## src/source/axil2apb_pkg.sv

```systemverilog
package axil2apb_pkg;

	////////////////////
	// Bus widths
	////////////////////
	parameter int ADDR_WIDTH = 32;
	parameter int DATA_WIDTH = 32;
	parameter int STRB_WIDTH = DATA_WIDTH / 8;
	// Byte select bits within one data word
	parameter int ADDR_LSB = 2;
	parameter int WADDR_WIDTH = ADDR_WIDTH - ADDR_LSB;

	////////////////////
	// Vector types
	////////////////////
	typedef logic [ADDR_WIDTH-1:0] addr_t;
	typedef logic [WADDR_WIDTH-1:0] waddr_t;
	typedef logic [DATA_WIDTH-1:0] data_t;
	typedef logic [STRB_WIDTH-1:0] strb_t;
	typedef logic [2:0] prot_t;
	typedef logic [1:0] resp_t;

	// AXI response codes
	parameter resp_t RESP_OKAY = 2'b00;
	parameter resp_t RESP_SLVERR = 2'b10;

	// APB phases
	typedef enum logic [1:0]
	{
		APB_IDLE = 2'b00,
		APB_SETUP = 2'b01,
		APB_ACCESS = 2'b10
	} apb_phase_e;

endpackage

```

## src/source/skid_buffer.sv

```systemverilog
`timescale 1ns/1ps

module skid_buffer #(
	parameter int DW = 8
) (
	input logic S_AXI_ACLK,
	input logic S_AXI_ARESETN,
	// Upstream side
	input logic i_valid,
	input logic [DW-1:0] i_data,
	output logic o_ready,
	// Downstream side
	output logic o_valid,
	output logic [DW-1:0] o_data,
	input logic i_ready
);

	// Holding register occupancy
	logic r_valid;
	// Holding register contents
	logic [DW-1:0] r_data;

	////////////////////
	// Occupancy
	////////////////////

	// Capture when an item arrives and downstream stalls
	// Drain as soon as downstream accepts
	always_ff @(posedge S_AXI_ACLK)
	begin
		if (!S_AXI_ARESETN)
			r_valid <= 1'b0;
		else if (i_valid && o_ready && !i_ready)
			r_valid <= 1'b1;
		else if (i_ready)
			r_valid <= 1'b0;
	end

	// Upstream ready comes straight from a flop
	// So it never sees downstream ready in the same cycle
	assign o_ready = !r_valid;

	////////////////////
	// Payload
	////////////////////

	// Track input while empty
	// Freeze once full, the stored item goes out first
	always_ff @(posedge S_AXI_ACLK)
	begin
		if (o_ready)
			r_data <= i_data;
	end

	////////////////////
	// Downstream view
	////////////////////

	// Pass-through when empty
	assign o_valid = i_valid || r_valid;

	// Stored item has priority over new input
	always_comb
	begin
		if (r_valid)
			o_data = r_data;
		else
			o_data = i_data;
	end

endmodule

```

## src/source/axil_arbiter.sv

```systemverilog
`timescale 1ns/1ps

module axil_arbiter (
	input logic S_AXI_ACLK,
	input logic S_AXI_ARESETN,
	// Skid buffer outputs
	input logic i_aw_valid,
	input logic i_w_valid,
	input logic i_ar_valid,
	// APB side free to start
	input logic i_apb_idle,
	// Return channels held by back-pressure
	input logic i_b_blocked,
	input logic i_r_blocked,
	// Grants, at most one per cycle
	output logic o_write_go,
	output logic o_read_go
);

	// Write needs both address and data
	logic write_req;
	// Set when writes win the next contest
	logic write_grant;

	assign write_req = i_aw_valid && i_w_valid;

	////////////////////
	// Write go
	////////////////////
	always_comb
	begin
		o_write_go = i_apb_idle;
		// Nowhere to put the response yet
		if (i_b_blocked)
			o_write_go = 1'b0;
		// Incomplete write request
		if (!write_req)
			o_write_go = 1'b0;
		// Read waiting and it is the read's turn
		if (i_ar_valid && !write_grant)
			o_write_go = 1'b0;
	end

	////////////////////
	// Read go
	////////////////////
	always_comb
	begin
		o_read_go = i_apb_idle;
		if (i_r_blocked)
			o_read_go = 1'b0;
		if (!i_ar_valid)
			o_read_go = 1'b0;
		// Write waiting and it is the write's turn
		if (write_req && write_grant)
			o_read_go = 1'b0;
	end

	////////////////////
	// Alternation
	////////////////////

	// Turn passes to the other direction after every go
	// Writes get the first turn out of reset
	always_ff @(posedge S_AXI_ACLK)
	begin
		if (!S_AXI_ARESETN)
			write_grant <= 1'b1;
		else if (o_write_go)
			write_grant <= 1'b0;
		else if (o_read_go)
			write_grant <= 1'b1;
	end

endmodule

```

## src/source/apb_master.sv

```systemverilog
`timescale 1ns/1ps

module apb_master (
	input logic S_AXI_ACLK,
	input logic S_AXI_ARESETN,
	// Grants from the arbiter
	input logic i_write_go,
	input logic i_read_go,
	// Write request payload
	input axil2apb_pkg::waddr_t i_aw_addr,
	input axil2apb_pkg::prot_t i_aw_prot,
	input axil2apb_pkg::data_t i_w_data,
	input axil2apb_pkg::strb_t i_w_strb,
	// Read request payload
	input axil2apb_pkg::waddr_t i_ar_addr,
	input axil2apb_pkg::prot_t i_ar_prot,
	// Status toward arbiter and response stage
	output logic o_apb_idle,
	output logic o_done_write,
	output logic o_done_read,
	// APB master
	output logic o_m_apb_psel,
	output logic o_m_apb_penable,
	output axil2apb_pkg::addr_t o_m_apb_paddr,
	output logic o_m_apb_pwrite,
	output axil2apb_pkg::data_t o_m_apb_pwdata,
	output axil2apb_pkg::strb_t o_m_apb_pwstrb,
	output axil2apb_pkg::prot_t o_m_apb_pprot,
	input logic i_m_apb_pready
);

	axil2apb_pkg::apb_phase_e state;
	axil2apb_pkg::apb_phase_e next_state;
	// Completion edge of the access phase
	logic xfer_end;

	////////////////////
	// Phase FSM
	////////////////////
	always_comb
	begin
		next_state = state;
		case (state)
			axil2apb_pkg::APB_IDLE:
			begin
				if (i_write_go || i_read_go)
					next_state = axil2apb_pkg::APB_SETUP;
			end
			// Setup always lasts one cycle
			axil2apb_pkg::APB_SETUP:
				next_state = axil2apb_pkg::APB_ACCESS;
			// Stay until the slave is ready
			axil2apb_pkg::APB_ACCESS:
			begin
				if (i_m_apb_pready)
					next_state = axil2apb_pkg::APB_IDLE;
			end
			default:
				next_state = axil2apb_pkg::APB_IDLE;
		endcase
	end

	always_ff @(posedge S_AXI_ACLK)
	begin
		if (!S_AXI_ARESETN)
			state <= axil2apb_pkg::APB_IDLE;
		else
			state <= next_state;
	end

	////////////////////
	// Request capture
	////////////////////

	// Latched once per transfer, read has no strobes
	always_ff @(posedge S_AXI_ACLK)
	begin
		if (state == axil2apb_pkg::APB_IDLE)
		begin
			if (i_read_go)
			begin
				o_m_apb_paddr <= {i_ar_addr, {axil2apb_pkg::ADDR_LSB{1'b0}}};
				o_m_apb_pprot <= i_ar_prot;
				o_m_apb_pwrite <= 1'b0;
				o_m_apb_pwstrb <= '0;
			end
			else if (i_write_go)
			begin
				o_m_apb_paddr <= {i_aw_addr, {axil2apb_pkg::ADDR_LSB{1'b0}}};
				o_m_apb_pprot <= i_aw_prot;
				o_m_apb_pwrite <= 1'b1;
				o_m_apb_pwdata <= i_w_data;
				o_m_apb_pwstrb <= i_w_strb;
			end
		end
	end

	// Bus control straight from the phase
	assign o_m_apb_psel = (state != axil2apb_pkg::APB_IDLE);
	assign o_m_apb_penable = (state == axil2apb_pkg::APB_ACCESS);
	assign o_apb_idle = (state == axil2apb_pkg::APB_IDLE);

	// One cycle pulse on the edge that samples PREADY
	assign xfer_end = (state == axil2apb_pkg::APB_ACCESS) && i_m_apb_pready;
	assign o_done_write = xfer_end && o_m_apb_pwrite;
	assign o_done_read = xfer_end && !o_m_apb_pwrite;

endmodule

```

## src/source/axil_response.sv

```systemverilog
`timescale 1ns/1ps

module axil_response (
	input logic S_AXI_ACLK,
	input logic S_AXI_ARESETN,
	// Completion from the APB side
	input logic i_done_write,
	input logic i_done_read,
	input axil2apb_pkg::data_t i_m_apb_prdata,
	input logic i_m_apb_pslverr,
	// Write response channel
	output logic o_s_axi_bvalid,
	input logic i_s_axi_bready,
	output axil2apb_pkg::resp_t o_s_axi_bresp,
	// Read data channel
	output logic o_s_axi_rvalid,
	input logic i_s_axi_rready,
	output axil2apb_pkg::resp_t o_s_axi_rresp,
	output axil2apb_pkg::data_t o_s_axi_rdata,
	// Back-pressure status to the arbiter
	output logic o_b_blocked,
	output logic o_r_blocked
);

	// APB error mapped onto an AXI code
	axil2apb_pkg::resp_t done_resp;

	assign done_resp = i_m_apb_pslverr ? axil2apb_pkg::RESP_SLVERR
		: axil2apb_pkg::RESP_OKAY;

	////////////////////
	// B channel
	////////////////////

	// Load when empty or draining, else hold
	always_ff @(posedge S_AXI_ACLK)
	begin
		if (!S_AXI_ARESETN)
			o_s_axi_bvalid <= 1'b0;
		else if (!o_s_axi_bvalid || i_s_axi_bready)
			o_s_axi_bvalid <= i_done_write;
	end

	always_ff @(posedge S_AXI_ACLK)
	begin
		if ((!o_s_axi_bvalid || i_s_axi_bready) && i_done_write)
			o_s_axi_bresp <= done_resp;
	end

	////////////////////
	// R channel
	////////////////////
	always_ff @(posedge S_AXI_ACLK)
	begin
		if (!S_AXI_ARESETN)
			o_s_axi_rvalid <= 1'b0;
		else if (!o_s_axi_rvalid || i_s_axi_rready)
			o_s_axi_rvalid <= i_done_read;
	end

	// PRDATA is only meaningful on a read completion
	always_ff @(posedge S_AXI_ACLK)
	begin
		if ((!o_s_axi_rvalid || i_s_axi_rready) && i_done_read)
		begin
			o_s_axi_rresp <= done_resp;
			o_s_axi_rdata <= i_m_apb_prdata;
		end
	end

	// Response sitting unaccepted
	assign o_b_blocked = o_s_axi_bvalid && !i_s_axi_bready;
	assign o_r_blocked = o_s_axi_rvalid && !i_s_axi_rready;

endmodule

```

## src/source/axil2apb_top.sv

```systemverilog
`timescale 1ns/1ps

module axil2apb_top (
	input logic S_AXI_ACLK,
	input logic S_AXI_ARESETN,
	// AXI-lite write address
	input logic i_s_axi_awvalid,
	output logic o_s_axi_awready,
	input axil2apb_pkg::addr_t i_s_axi_awaddr,
	input axil2apb_pkg::prot_t i_s_axi_awprot,
	// AXI-lite write data
	input logic i_s_axi_wvalid,
	output logic o_s_axi_wready,
	input axil2apb_pkg::data_t i_s_axi_wdata,
	input axil2apb_pkg::strb_t i_s_axi_wstrb,
	// AXI-lite write response
	output logic o_s_axi_bvalid,
	input logic i_s_axi_bready,
	output axil2apb_pkg::resp_t o_s_axi_bresp,
	// AXI-lite read address
	input logic i_s_axi_arvalid,
	output logic o_s_axi_arready,
	input axil2apb_pkg::addr_t i_s_axi_araddr,
	input axil2apb_pkg::prot_t i_s_axi_arprot,
	// AXI-lite read data
	output logic o_s_axi_rvalid,
	input logic i_s_axi_rready,
	output axil2apb_pkg::data_t o_s_axi_rdata,
	output axil2apb_pkg::resp_t o_s_axi_rresp,
	// APB master
	output logic o_m_apb_psel,
	output logic o_m_apb_penable,
	output axil2apb_pkg::addr_t o_m_apb_paddr,
	output logic o_m_apb_pwrite,
	output axil2apb_pkg::data_t o_m_apb_pwdata,
	output axil2apb_pkg::strb_t o_m_apb_pwstrb,
	output axil2apb_pkg::prot_t o_m_apb_pprot,
	input logic i_m_apb_pready,
	input axil2apb_pkg::data_t i_m_apb_prdata,
	input logic i_m_apb_pslverr
);

	// Word address plus prot
	localparam int ADDR_DW = axil2apb_pkg::WADDR_WIDTH + $bits(axil2apb_pkg::prot_t);
	// Data plus strobes
	localparam int WDATA_DW = axil2apb_pkg::DATA_WIDTH + axil2apb_pkg::STRB_WIDTH;

	logic aw_valid, w_valid, ar_valid;
	logic write_go, read_go;
	logic apb_idle, done_write, done_read;
	logic b_blocked, r_blocked;
	logic [ADDR_DW-1:0] aw_skid_data, ar_skid_data;
	logic [WDATA_DW-1:0] w_skid_data;

	////////////////////
	// Front end
	////////////////////

	// Byte lane bits dropped here, APB side is word aligned
	skid_buffer #(.DW(ADDR_DW)) aw_skid (
		.S_AXI_ACLK(S_AXI_ACLK), .S_AXI_ARESETN(S_AXI_ARESETN),
		.i_valid(i_s_axi_awvalid), .o_ready(o_s_axi_awready),
		.i_data({i_s_axi_awaddr[axil2apb_pkg::ADDR_WIDTH-1:axil2apb_pkg::ADDR_LSB],
			i_s_axi_awprot}),
		.o_valid(aw_valid), .o_data(aw_skid_data), .i_ready(write_go));

	skid_buffer #(.DW(WDATA_DW)) w_skid (
		.S_AXI_ACLK(S_AXI_ACLK), .S_AXI_ARESETN(S_AXI_ARESETN),
		.i_valid(i_s_axi_wvalid), .o_ready(o_s_axi_wready),
		.i_data({i_s_axi_wdata, i_s_axi_wstrb}),
		.o_valid(w_valid), .o_data(w_skid_data), .i_ready(write_go));

	skid_buffer #(.DW(ADDR_DW)) ar_skid (
		.S_AXI_ACLK(S_AXI_ACLK), .S_AXI_ARESETN(S_AXI_ARESETN),
		.i_valid(i_s_axi_arvalid), .o_ready(o_s_axi_arready),
		.i_data({i_s_axi_araddr[axil2apb_pkg::ADDR_WIDTH-1:axil2apb_pkg::ADDR_LSB],
			i_s_axi_arprot}),
		.o_valid(ar_valid), .o_data(ar_skid_data), .i_ready(read_go));

	////////////////////
	// Control
	////////////////////
	axil_arbiter u_arbiter (
		.S_AXI_ACLK(S_AXI_ACLK), .S_AXI_ARESETN(S_AXI_ARESETN),
		.i_aw_valid(aw_valid), .i_w_valid(w_valid), .i_ar_valid(ar_valid),
		.i_apb_idle(apb_idle), .i_b_blocked(b_blocked), .i_r_blocked(r_blocked),
		.o_write_go(write_go), .o_read_go(read_go));

	// Skid buffer words split back into fields
	apb_master u_apb_master (
		.S_AXI_ACLK(S_AXI_ACLK), .S_AXI_ARESETN(S_AXI_ARESETN),
		.i_write_go(write_go), .i_read_go(read_go),
		.i_aw_addr(aw_skid_data[ADDR_DW-1:3]), .i_aw_prot(aw_skid_data[2:0]),
		.i_w_data(w_skid_data[WDATA_DW-1:axil2apb_pkg::STRB_WIDTH]),
		.i_w_strb(w_skid_data[axil2apb_pkg::STRB_WIDTH-1:0]),
		.i_ar_addr(ar_skid_data[ADDR_DW-1:3]), .i_ar_prot(ar_skid_data[2:0]),
		.o_apb_idle(apb_idle), .o_done_write(done_write), .o_done_read(done_read),
		.o_m_apb_psel(o_m_apb_psel), .o_m_apb_penable(o_m_apb_penable),
		.o_m_apb_paddr(o_m_apb_paddr), .o_m_apb_pwrite(o_m_apb_pwrite),
		.o_m_apb_pwdata(o_m_apb_pwdata), .o_m_apb_pwstrb(o_m_apb_pwstrb),
		.o_m_apb_pprot(o_m_apb_pprot), .i_m_apb_pready(i_m_apb_pready));

	axil_response u_response (
		.S_AXI_ACLK(S_AXI_ACLK), .S_AXI_ARESETN(S_AXI_ARESETN),
		.i_done_write(done_write), .i_done_read(done_read),
		.i_m_apb_prdata(i_m_apb_prdata), .i_m_apb_pslverr(i_m_apb_pslverr),
		.o_s_axi_bvalid(o_s_axi_bvalid), .i_s_axi_bready(i_s_axi_bready),
		.o_s_axi_bresp(o_s_axi_bresp),
		.o_s_axi_rvalid(o_s_axi_rvalid), .i_s_axi_rready(i_s_axi_rready),
		.o_s_axi_rresp(o_s_axi_rresp), .o_s_axi_rdata(o_s_axi_rdata),
		.o_b_blocked(b_blocked), .o_r_blocked(r_blocked));

endmodule

```

## config.mk

```make
export PLATFORM = sky130hd
export DESIGN_NAME = axil2apb_top
export DESIGN_NICKNAME = d
export VERILOG_FILES = /design/src/source/axil2apb_pkg.sv /design/src/source/skid_buffer.sv /design/src/source/axil_arbiter.sv /design/src/source/apb_master.sv /design/src/source/axil_response.sv /design/src/source/axil2apb_top.sv
export SDC_FILE = /design/constraint.sdc
export NUM_CORES = 1
export LEC_CHECK = 0
export BUFFER_PORTS_ARGS = -buffer_cell sky130_fd_sc_hd__buf_2
export CAP_MARGIN = 20
export CORE_UTILIZATION = 49
export DETAILED_ROUTE_END_ITERATION = 8
export GPL_ROUTABILITY_DRIVEN = 0
export GPL_TIMING_DRIVEN = 0
export PLACE_DENSITY = 0.89
export SLEW_MARGIN = 40
export SYNTH_ARGS = -nofsm -noshare
export SYNTH_HDL_FRONTEND = slang
export SYNTH_SLANG_ARGS = --single-unit
export TNS_END_PERCENT = 100
```

## constraint.sdc

```tcl
create_clock -name S_AXI_ACLK -period 4.84 [get_ports S_AXI_ACLK]
set_input_delay 0.968 -clock S_AXI_ACLK [delete_from_list [all_inputs] [get_ports S_AXI_ACLK]]
set_output_delay 0.968 -clock S_AXI_ACLK [all_outputs]
set_load 0.05 [all_outputs]
```

==> flow_metrics.env, run 1 <==
export IMPL_clock_skew_ns=0.00606
export IMPL_cts_resized=0
export IMPL_synth_top_family_by_area="multiplexers"
export IMPL_cts_tree="built"
export IMPL_vias=4357
export IMPL_rsz0062_at_grt="false"
export IMPL_syn_inst=405
export IMPL_hp_class="reg -> reg"
export IMPL_first_pass_iters=4
export IMPL_intPower_mw=3.64
export IMPL_fin_setup_tns_ns=0
export IMPL_cp_slowest_stage_delay_ns=0.58
export IMPL_core_area_um2=14100
export IMPL_routed_via_density=4.91
export IMPL_synth_top_area_share_pct=43.4
export IMPL_first_iter_violations=126
export IMPL_finalSetupViolCount=0
export IMPL_critPathLaunchType="flop"
export IMPL_period_share_pct=64.9
export IMPL_fin_cells=888
export IMPL_power_frac_comb_pct=21.5
export IMPL_synth_area_leader_cell="edfxtp_1"
export IMPL_max_vdd_ir_drop_v=0.000338
export IMPL_crit_family="buffers and inverters"
export IMPL_syn_avg_cell_area_um2=17.8
export IMPL_ant_nets=0
export IMPL_place_inst=846
export IMPL_ys_types=30
export IMPL_critPathMaxFanout=10
export IMPL_required_ns=3.87
export IMPL_yosys_area_share_simple_pct=1.39
export IMPL_clock_sinks=214
export IMPL_synth_async_reset_ratio_pct=0
export IMPL_report_power_total_mw=5.14
export IMPL_first_global_vias=4613
export IMPL_path_buf_inv=4
export IMPL_drc=0
export IMPL_cp_common_cell="clkbuf_1"
export IMPL_cts_setup_buffers=0
export IMPL_clkTransAtPathRegs_ns=0.06
export IMPL_die_width_um=123
export IMPL_synth_compound_area_share_pct=1.46
export IMPL_critPathArrivalTime_ns=2.17
export IMPL_pwr_share_seq_pct=44.3
export IMPL_path_cells="clkbuf_1, clkbuf_1, inv_1, buf_2"
export IMPL_htreeDepth=1
export IMPL_synth_seq_cells=214
export IMPL_synth_xor_area_share_pct=0
export IMPL_synth_area_leaders="edfxtp_1 43%, dfxtp_1 31%, mux2_2 21%"
export IMPL_num_rows=43
export IMPL_grt_usage_pct=20.3
export IMPL_pin_count=262
export IMPL_finalMaxSlewViolations=0
export IMPL_p_leak_nw=4.01
export IMPL_synth_common_cells="132 x mux2_2, 110 x dfxtp_1, 104 x edfxtp_1"
export IMPL_swShare_pct=29.1
export IMPL_drive_above_1_share_pct=62.2
export IMPL_gr_total_overflow=0
export IMPL_routed_wirelength_um=15800
export IMPL_root_buffer="clkbuf_16"
export IMPL_syn_to_final_growth_pct=32.7
export IMPL_clock_latency_ns=0.48
export IMPL_numCtsBuffers=22
export IMPL_endpoint_kind="output port"
export IMPL_grt_pass1_wl_um=23200
export IMPL_cp_slowest_cell="clkbuf_1"
export IMPL_p_switching_mw=1.49
export IMPL_drv_cap=0
export IMPL_synth_edf_count=104
export IMPL_cts_max_path_buffers=3
export IMPL_cts_hold_buffers=0
export IMPL_die_area_um2=15200
export IMPL_synth_most_common_cell="mux2_2"
export IMPL_period_needed_ns=3.14
export IMPL_numPortBuffers=253
export IMPL_yosys_area_share_adder_pct=0
export IMPL_antenna_found_initial=2
export IMPL_initial_utilization_pct=51.0
export IMPL_routedWlPerCell_um=17.8
export IMPL_synthMuxAreaShare_pct=21.3
export IMPL_hpwl_um=11800
export IMPL_die_h_um=123
export IMPL_hold_violations=0
export IMPL_fillers=970
export IMPL_ys_flop_type="dfxtp_1"
export IMPL_pwr_share_clk_pct=34.2
export IMPL_max_slew_margin_rel_pct=52.4
export IMPL_grt_max_degree=33
export IMPL_synth_seq_area_share_pct=74.0
export IMPL_synthesis_area_um2=7190
export IMPL_worstMarginPinSlew_ns=0.713
export IMPL_synth_warnings=0
export IMPL_nNetsFinal=837
export IMPL_power_density_nw_per_um2=538
export IMPL_run_status="finished clean"
export IMPL_worstSetupPathType="reg -> out"
export IMPL_fmax_ghz=0.318
==> registers in the layout, summed over array words and instances (netlist names) <==
| register | flops |
|---|---|
| u_response.o_s_axi_bresp | 1 |
| w_skid.r_data | 36 |
| u_apb_master.o_m_apb_pwdata | 32 |
| u_apb_master.o_m_apb_pwrite | 1 |
| u_response.o_s_axi_bvalid | 1 |
| ar_skid.r_valid | 1 |
| u_response.o_s_axi_rresp | 1 |
| w_skid.r_valid | 1 |
| aw_skid.r_valid | 1 |
| ar_skid.r_data | 33 |
| u_apb_master.o_m_apb_paddr | 30 |
| u_apb_master.state | 2 |
| u_response.o_s_axi_rvalid | 1 |
| u_apb_master.o_m_apb_pprot | 3 |
| u_apb_master.o_m_apb_pwstrb | 4 |
| u_arbiter.write_grant | 1 |
| u_response.o_s_axi_rdata | 32 |
| aw_skid.r_data | 33 |
==> final timing paths <==
path | startpoint | to | slack [ns] | depth (start not counted)
worst max-delay path | w_skid.r_valid$_SDFFE_PN0P_ | o_s_axi_wready | 1.70 | 4
worst min-delay path | ar_skid.r_data[19]$_DFF_P_ | ar_skid.r_data[19]$_DFF_P_ | 0.47 | 1
worst max register to register | ar_skid.r_valid$_SDFFE_PN0P_ | u_apb_master.o_m_apb_pprot[0]$_DFFE_PP_ | 2.18 | 7
worst min register to register | ar_skid.r_data[19]$_DFF_P_ | ar_skid.r_data[19]$_DFF_P_ | 0.47 | 1
==> cells in the final DEF, fill, tap and decap left out, types with 2 or more instances in the layout <==
master,n
a21boi_0,2
and2_1,4
buf_1,2
buf_2,255
buf_4,7
buf_6,3
bufinv_16,3
clkbuf_1,13
clkbuf_16,24
clkbuf_8,2
clkinv_2,4
conb_1,4
dfxtp_1,110
diode_2,2
edfxtp_1,104
inv_1,5
inv_2,2
mux2_1,3
mux2_2,132
nor2_1,4
nor2b_1,4
o211a_1,2
==> power by group through the flow <==
stage / logic [mW] / clock network, mW / registers, mW
2_1_floorplan: 0.374 / 0 / 2.75
4_1_cts: 1.12 / 1.78 / 2.28
3_3_place_gp: 1.07 / 0 / 2.31
6_report: 1.11 / 1.75 / 2.28
5_1_grt: 1.16 / 1.86 / 2.30
3_5_place_dp: 1.12 / 0 / 2.32
==> cells by family (layout without fill, tap and decap cells) <==
group                  count (synthesis)  after routing
DFF                                  214            214
and+or+nand+nor                       18             18
buffers and inverters                 26            324
AOI/OAI and AO/OA                     10             10
other                                  1              6
muxes                                136            136
==> layer usage <==
| layer | vias up | track usage, % | routed length [µm] |
|---|---|---|---|
| met5 | - | 0 | 10 |
| met4 | 2 | 7.45 | 376 |
| met3 | 33 | 5.35 | 1270 |
| met2 | 190 | 38.4 | 8320 |
| met1 | 2083 | 21.3 | 5860 |
| li1 | 2049 | - | - |
==> cell type report <==
type	instances	area, µm²	area share (%)
Timing Repair Buffer	258	1320	13.8
Inverter	7	26.3	0.275
Tap cell	180	225	2.36
Sequential cell	214	5330	55.8
Clock buffer	30	643	6.74
Buffer	19	104	1.09
Multi-Input combinational cell	168	1760	18.5
Clock inverter	10	133	1.39
Antenna cell	2	5.00	0.0524
==> per-stage QoR <==
step	cell area (µm²)	setup slack [ns]	utilization, %	hold slack (ns)
floorplan	7210	1.00	-	0.444
global route	9540	1.52	67.7	0.484
finish	9540	1.70	67.7	0.470
CTS	9540	1.59	67.7	0.471
detailed placement	8760	1.63	62.2	0.456
global placement	8700	0.197	61.7	0.450
No activity file was read; power rests on OpenSTA's default activity.
==> inputs of run 2 (changes only) <==
Clock period 4.84 ns to 3.2 ns, I/O delays scaled along.
==> flow_metrics.env, run 2 (synthesis gave the netlist of run 1 again) <==
export IMPL_drv_cap=0
export IMPL_root_buffer="clkbuf_16"
export IMPL_hold_slack_ns=0.322
export IMPL_grt_pass1_wl_um=23600
export IMPL_num_rows=43
export IMPL_cts_hold_buffers=0
export IMPL_first_pass_iters=5
export IMPL_endpoint_kind="output port"
export IMPL_numPortBuffers=253
export IMPL_antenna_found_initial=2
export IMPL_grt_usage_pct=20.5
export IMPL_first_iter_violations=181
export IMPL_cts_setup_buffers=0
export IMPL_cts_max_path_buffers=3
export IMPL_largest_reg_flops=36
export IMPL_clock_sinks=214
export IMPL_cp_slowest_cell="clkbuf_1"
export IMPL_clkTransAtPathRegs_ns=0.06
export IMPL_grt_max_degree=33
export IMPL_layout_common_cells="255 x buf_2, 132 x mux2_2, 110 x dfxtp_1"
export IMPL_clock_skew_ns=0.0125
export IMPL_critPathMaxFanout=10
export IMPL_fin_util_pct=67.2
export IMPL_routed_via_density=4.94
export IMPL_period_needed_ns=2.77
export IMPL_max_slew_margin_rel_pct=54.2
export IMPL_post_place_ws_ns=0.242
export IMPL_hpwl_um=11700
export IMPL_worstMarginPinSlew_ns=0.685
export IMPL_multi_input_area_um2=1770
export IMPL_clock_latency_ns=0.49
export IMPL_first_global_vias=4764
export IMPL_period_share_pct=86.6
export IMPL_reg_largest_list="w_skid.r_data x36, ar_skid.r_data x33, aw_skid.r_data x33"
export IMPL_drive_above_1_share_pct=61.7
export IMPL_routed_wirelength_um=16000
export IMPL_die_h_um=123
export IMPL_core_area_um2=14100
export IMPL_setup_ws_ns=0.428
export IMPL_cts_tree="built"
export IMPL_critPathArrivalTime_ns=2.13
export IMPL_final_common_cell="buf_2"
export IMPL_critPathLaunchType="flop"
export IMPL_regMostFlops="w_skid.r_data"
export IMPL_cp_common_cell="clkbuf_1"
export IMPL_dpl_instance_area_um2=8760
export IMPL_hold_violations=0
export IMPL_rsz0062_at_grt="false"
export IMPL_cts_resized=0
export IMPL_finalMaxSlewViolations=0
export IMPL_path_cells="clkbuf_1, clkbuf_1, inv_1, buf_2"
export IMPL_ant_nets=0
export IMPL_vias=4378
export IMPL_max_vdd_ir_drop_v=0.000438
export IMPL_numCtsBuffers=21
export IMPL_gr_total_overflow=0
export IMPL_initial_utilization_pct=51.0
export IMPL_worstSetupPathType="reg -> out"
export IMPL_die_width_um=123
export IMPL_fmax_ghz=0.361
export IMPL_htreeDepth=1
export IMPL_p_leak_nw=3.96
export IMPL_die_area_um2=15200
export IMPL_power_density_nw_per_um2=801
export IMPL_final_seq_area_um2=5330
export IMPL_cp_slowest_stage_delay_ns=0.52
export IMPL_finalSetupViolCount=0
export IMPL_hp_class="in -> reg"
export IMPL_required_ns=2.56
export IMPL_report_power_total_mw=7.59
export IMPL_pin_count=262
export IMPL_syn_to_final_growth_pct=31.8
export IMPL_run_status="finished clean"
export IMPL_routedWlPerCell_um=18.0
export IMPL_final_area_um2=9480
export IMPL_drc=0
export IMPL_nNetsFinal=835
export IMPL_fillers=987
[run 2: worst paths after layout]
check,cells after the start,endpoint,start,slack (ns)
max,4,o_s_axi_wready,w_skid.r_valid$_SDFFE_PN0P_,0.43
min,1,u_response.o_s_axi_rdata[11]$_DFFE_PP_,i_m_apb_prdata[11],0.32
min reg2reg,1,w_skid.r_data[1]$_DFF_P_,w_skid.r_data[1]$_DFF_P_,0.47
max reg2reg,7,u_apb_master.o_m_apb_paddr[20]$_DFFE_PP_,ar_skid.r_valid$_SDFFE_PN0P_,0.49
[run 2: cell type report]
| cell class | count | area share, % |
|---|---|---|
| Inverter | 7 | 0.277 |
| Buffer | 19 | 1.10 |
| Clock inverter | 5 | 0.832 |
| Antenna cell | 4 | 0.106 |
| Timing Repair Buffer | 257 | 13.9 |
| Clock buffer | 33 | 6.55 |
| Sequential cell | 214 | 56.2 |
| Multi-Input combinational cell | 168 | 18.7 |
| Tap cell | 180 | 2.38 |
[run 2: metal layers]
metal	GRT usage, %	routed length, µm
met1	21.0	5800
met2	39.6	8600
met3	6.00	1280
met4	6.48	310
met5	0	0
[run 2: where the power goes]
group	leakage, nW	internal [mW]	switching, mW
clock network	0.344	1.49	0.968
logic	1.72	0.518	1.16
registers	1.90	3.34	0.111
[run 2: per-stage QoR]
step,setup TNS [ns],instances
finish,0,887
global route,0,885
CTS,0,882
detailed placement,0,844
global placement,-31.64,841
floorplan,0,408
[run 2: worst max-delay path: cells and delay by family, from the launching register on]
family   cells  cell delay (ns)
buf+inv      4             1.26
flops        1             0.37
==> inputs of run 3 (changes only) <==
Settings changed: CORE_UTILIZATION 49 to 51, CTS_BUF_LIST from default to sky130_fd_sc_hd__clkbuf_4 sky130_fd_sc_hd__clkbuf_8, PLACE_DENSITY 0.89 to 0.92.
==> flow_metrics.env, run 3 (synthesis gave the netlist of run 1 again) <==
export IMPL_vias=4459
export IMPL_numPortBuffers=253
export IMPL_finalSetupViolCount=0
export IMPL_worstSetupPathType="reg -> out"
export IMPL_required_ns=2.56
export IMPL_critPathLaunchType="flop"
export IMPL_die_area_um2=14600
export IMPL_power_frac_comb_pct=22.3
export IMPL_pin_count=262
export IMPL_core_area_um2=13800
export IMPL_grt_usage_pct=22.6
export IMPL_clkTransAtPathRegs_ns=0.06
export IMPL_period_needed_ns=2.81
export IMPL_drc=0
export IMPL_first_global_vias=4839
export IMPL_antenna_cells=0
export IMPL_fmax_ghz=0.356
export IMPL_use_met3_pct=8.54
export IMPL_p_leak_nw=4.01
export IMPL_hold_violations=0
export IMPL_fillers=901
export IMPL_cts_tree="built"
export IMPL_first_pass_iters=4
export IMPL_nNetsFinal=848
export IMPL_reg_largest_list="w_skid.r_data x36, ar_skid.r_data x33, aw_skid.r_data x33"
export IMPL_drive_above_1_share_pct=63.9
export IMPL_num_rows=43
export IMPL_gr_total_overflow=0
export IMPL_layout_common_cells="255 x buf_2, 132 x mux2_2, 110 x dfxtp_1"
export IMPL_hpwl_um=12000
export IMPL_die_h_um=121
export IMPL_critPathArrivalTime_ns=2.17
export IMPL_run_status="finished clean"
export IMPL_syn_to_final_growth_pct=31.9
export IMPL_routedWlPerCell_um=18.4
export IMPL_numCtsBuffers=35
export IMPL_multi_input_area_um2=1770
export IMPL_max_vdd_ir_drop_v=0.000540
export IMPL_ant_nets=0
export IMPL_clock_latency_ns=0.50
export IMPL_final_common_cell="buf_2"
export IMPL_finalMaxSlewViolations=0
export IMPL_htreeDepth=2
export IMPL_routed_wirelength_um=16700
export IMPL_routed_via_density=4.92
export IMPL_initial_utilization_pct=52.0
export IMPL_regMostFlops="w_skid.r_data"
export IMPL_report_power_total_mw=7.57
export IMPL_intPower_mw=5.29
export IMPL_antenna_found_initial=0
export IMPL_die_width_um=121
export IMPL_hp_class="in -> reg"
export IMPL_gr_usage_met2_pct=40.6
export IMPL_max_slew_margin_rel_pct=51.1
export IMPL_rsz0062_at_grt="false"
export IMPL_root_buffer="clkbuf_8"
export IMPL_period_share_pct=87.8
export IMPL_final_seq_area_um2=5330
export IMPL_cts_hold_buffers=0
export IMPL_grt_max_degree=33
export IMPL_final_area_um2=9490
export IMPL_cts_setup_buffers=0
export IMPL_worstMarginPinSlew_ns=0.733
export IMPL_cts_resized=0
export IMPL_endpoint_kind="output port"
export IMPL_p_switching_mw=2.28
export IMPL_critPathMaxFanout=10
export IMPL_drv_cap=0
export IMPL_swShare_pct=30.1
export IMPL_clock_skew_ns=0.0172
export IMPL_dpl_instance_area_um2=8760
export IMPL_power_density_nw_per_um2=797
export IMPL_pwr_share_clk_pct=32.1
export IMPL_grtUsageMet1_pct=24.4
export IMPL_largest_reg_flops=36
export IMPL_pwr_share_seq_pct=45.6
export IMPL_cts_max_path_buffers=3
export IMPL_first_iter_violations=220
export IMPL_grt_pass1_wl_um=24700
export IMPL_clock_sinks=214
export IMPL_grt_busiest_layer="met2"
[run 3: power by group through the flow]
stage	Clock (mW)	Combinational, mW	Sequential [mW]
floorplan	0	0.566	4.15
global placement	0	1.61	3.48
detailed placement	0	1.69	3.50
CTS	2.49	1.70	3.45
global route	2.61	1.77	3.48
finish	2.43	1.68	3.45
[run 3: path summary, 6_finish.rpt]
check	startpoint	cells past startpoint	slack (ns)	end
worst max register to register	ar_skid.r_valid$_SDFFE_PN0P_	7	0.55	u_apb_master.o_m_apb_paddr[2]$_DFFE_PP_
worst min-delay path	i_m_apb_prdata[14]	1	0.32	u_response.o_s_axi_rdata[14]$_DFFE_PP_
worst max-delay path	w_skid.r_valid$_SDFFE_PN0P_	4	0.39	o_s_axi_wready
worst min register to register	ar_skid.r_data[32]$_DFF_P_	1	0.47	ar_skid.r_data[32]$_DFF_P_
[run 3: routing by layer]
metal	up-vias	share of wire (%)	wire, µm
met5	-	0	0
met4	0	1.8	295
met3	26	9.4	1560
met2	211	52	8740
met1	2144	36	6050
li1	2078	-	-
[run 3: metrics by stage]
| stage | TNS (ns) | setup WS (ns) | hold WS (ns) | util [%] | cells |
|---|---|---|---|---|---|
| after CTS | 0 | 0.322 | 0.288 | 68.7 | 906 |
| after global placement | -27.08 | -0.716 | 0.449 | 62.9 | 841 |
| after detailed placement | 0 | 0.266 | 0.456 | 63.3 | 844 |
| after global routing | 0 | 0.203 | 0.271 | 68.7 | 906 |
| final | 0 | 0.392 | 0.317 | 68.7 | 906 |
| after floorplan | 0 | 0.304 | 0.444 | - | 408 |
[run 3: worst max-delay path, cell delays in order (launching register included)]
cell and delay (ns):
dfxtp_1 0.38, clkbuf_1 0.44, clkbuf_1 0.54, inv_1 0.08, buf_2 0.23
[run 3: cell type report]
cell class	instances	share of cell area, %
flip-flops and latches	214	56.1
multi-input cells	168	18.6
repair buffers	256	13.8
clock buffers	57	7.21
well taps	180	2.37
plain buffers	19	1.09
clock inverters	5	0.527
inverters	7	0.277
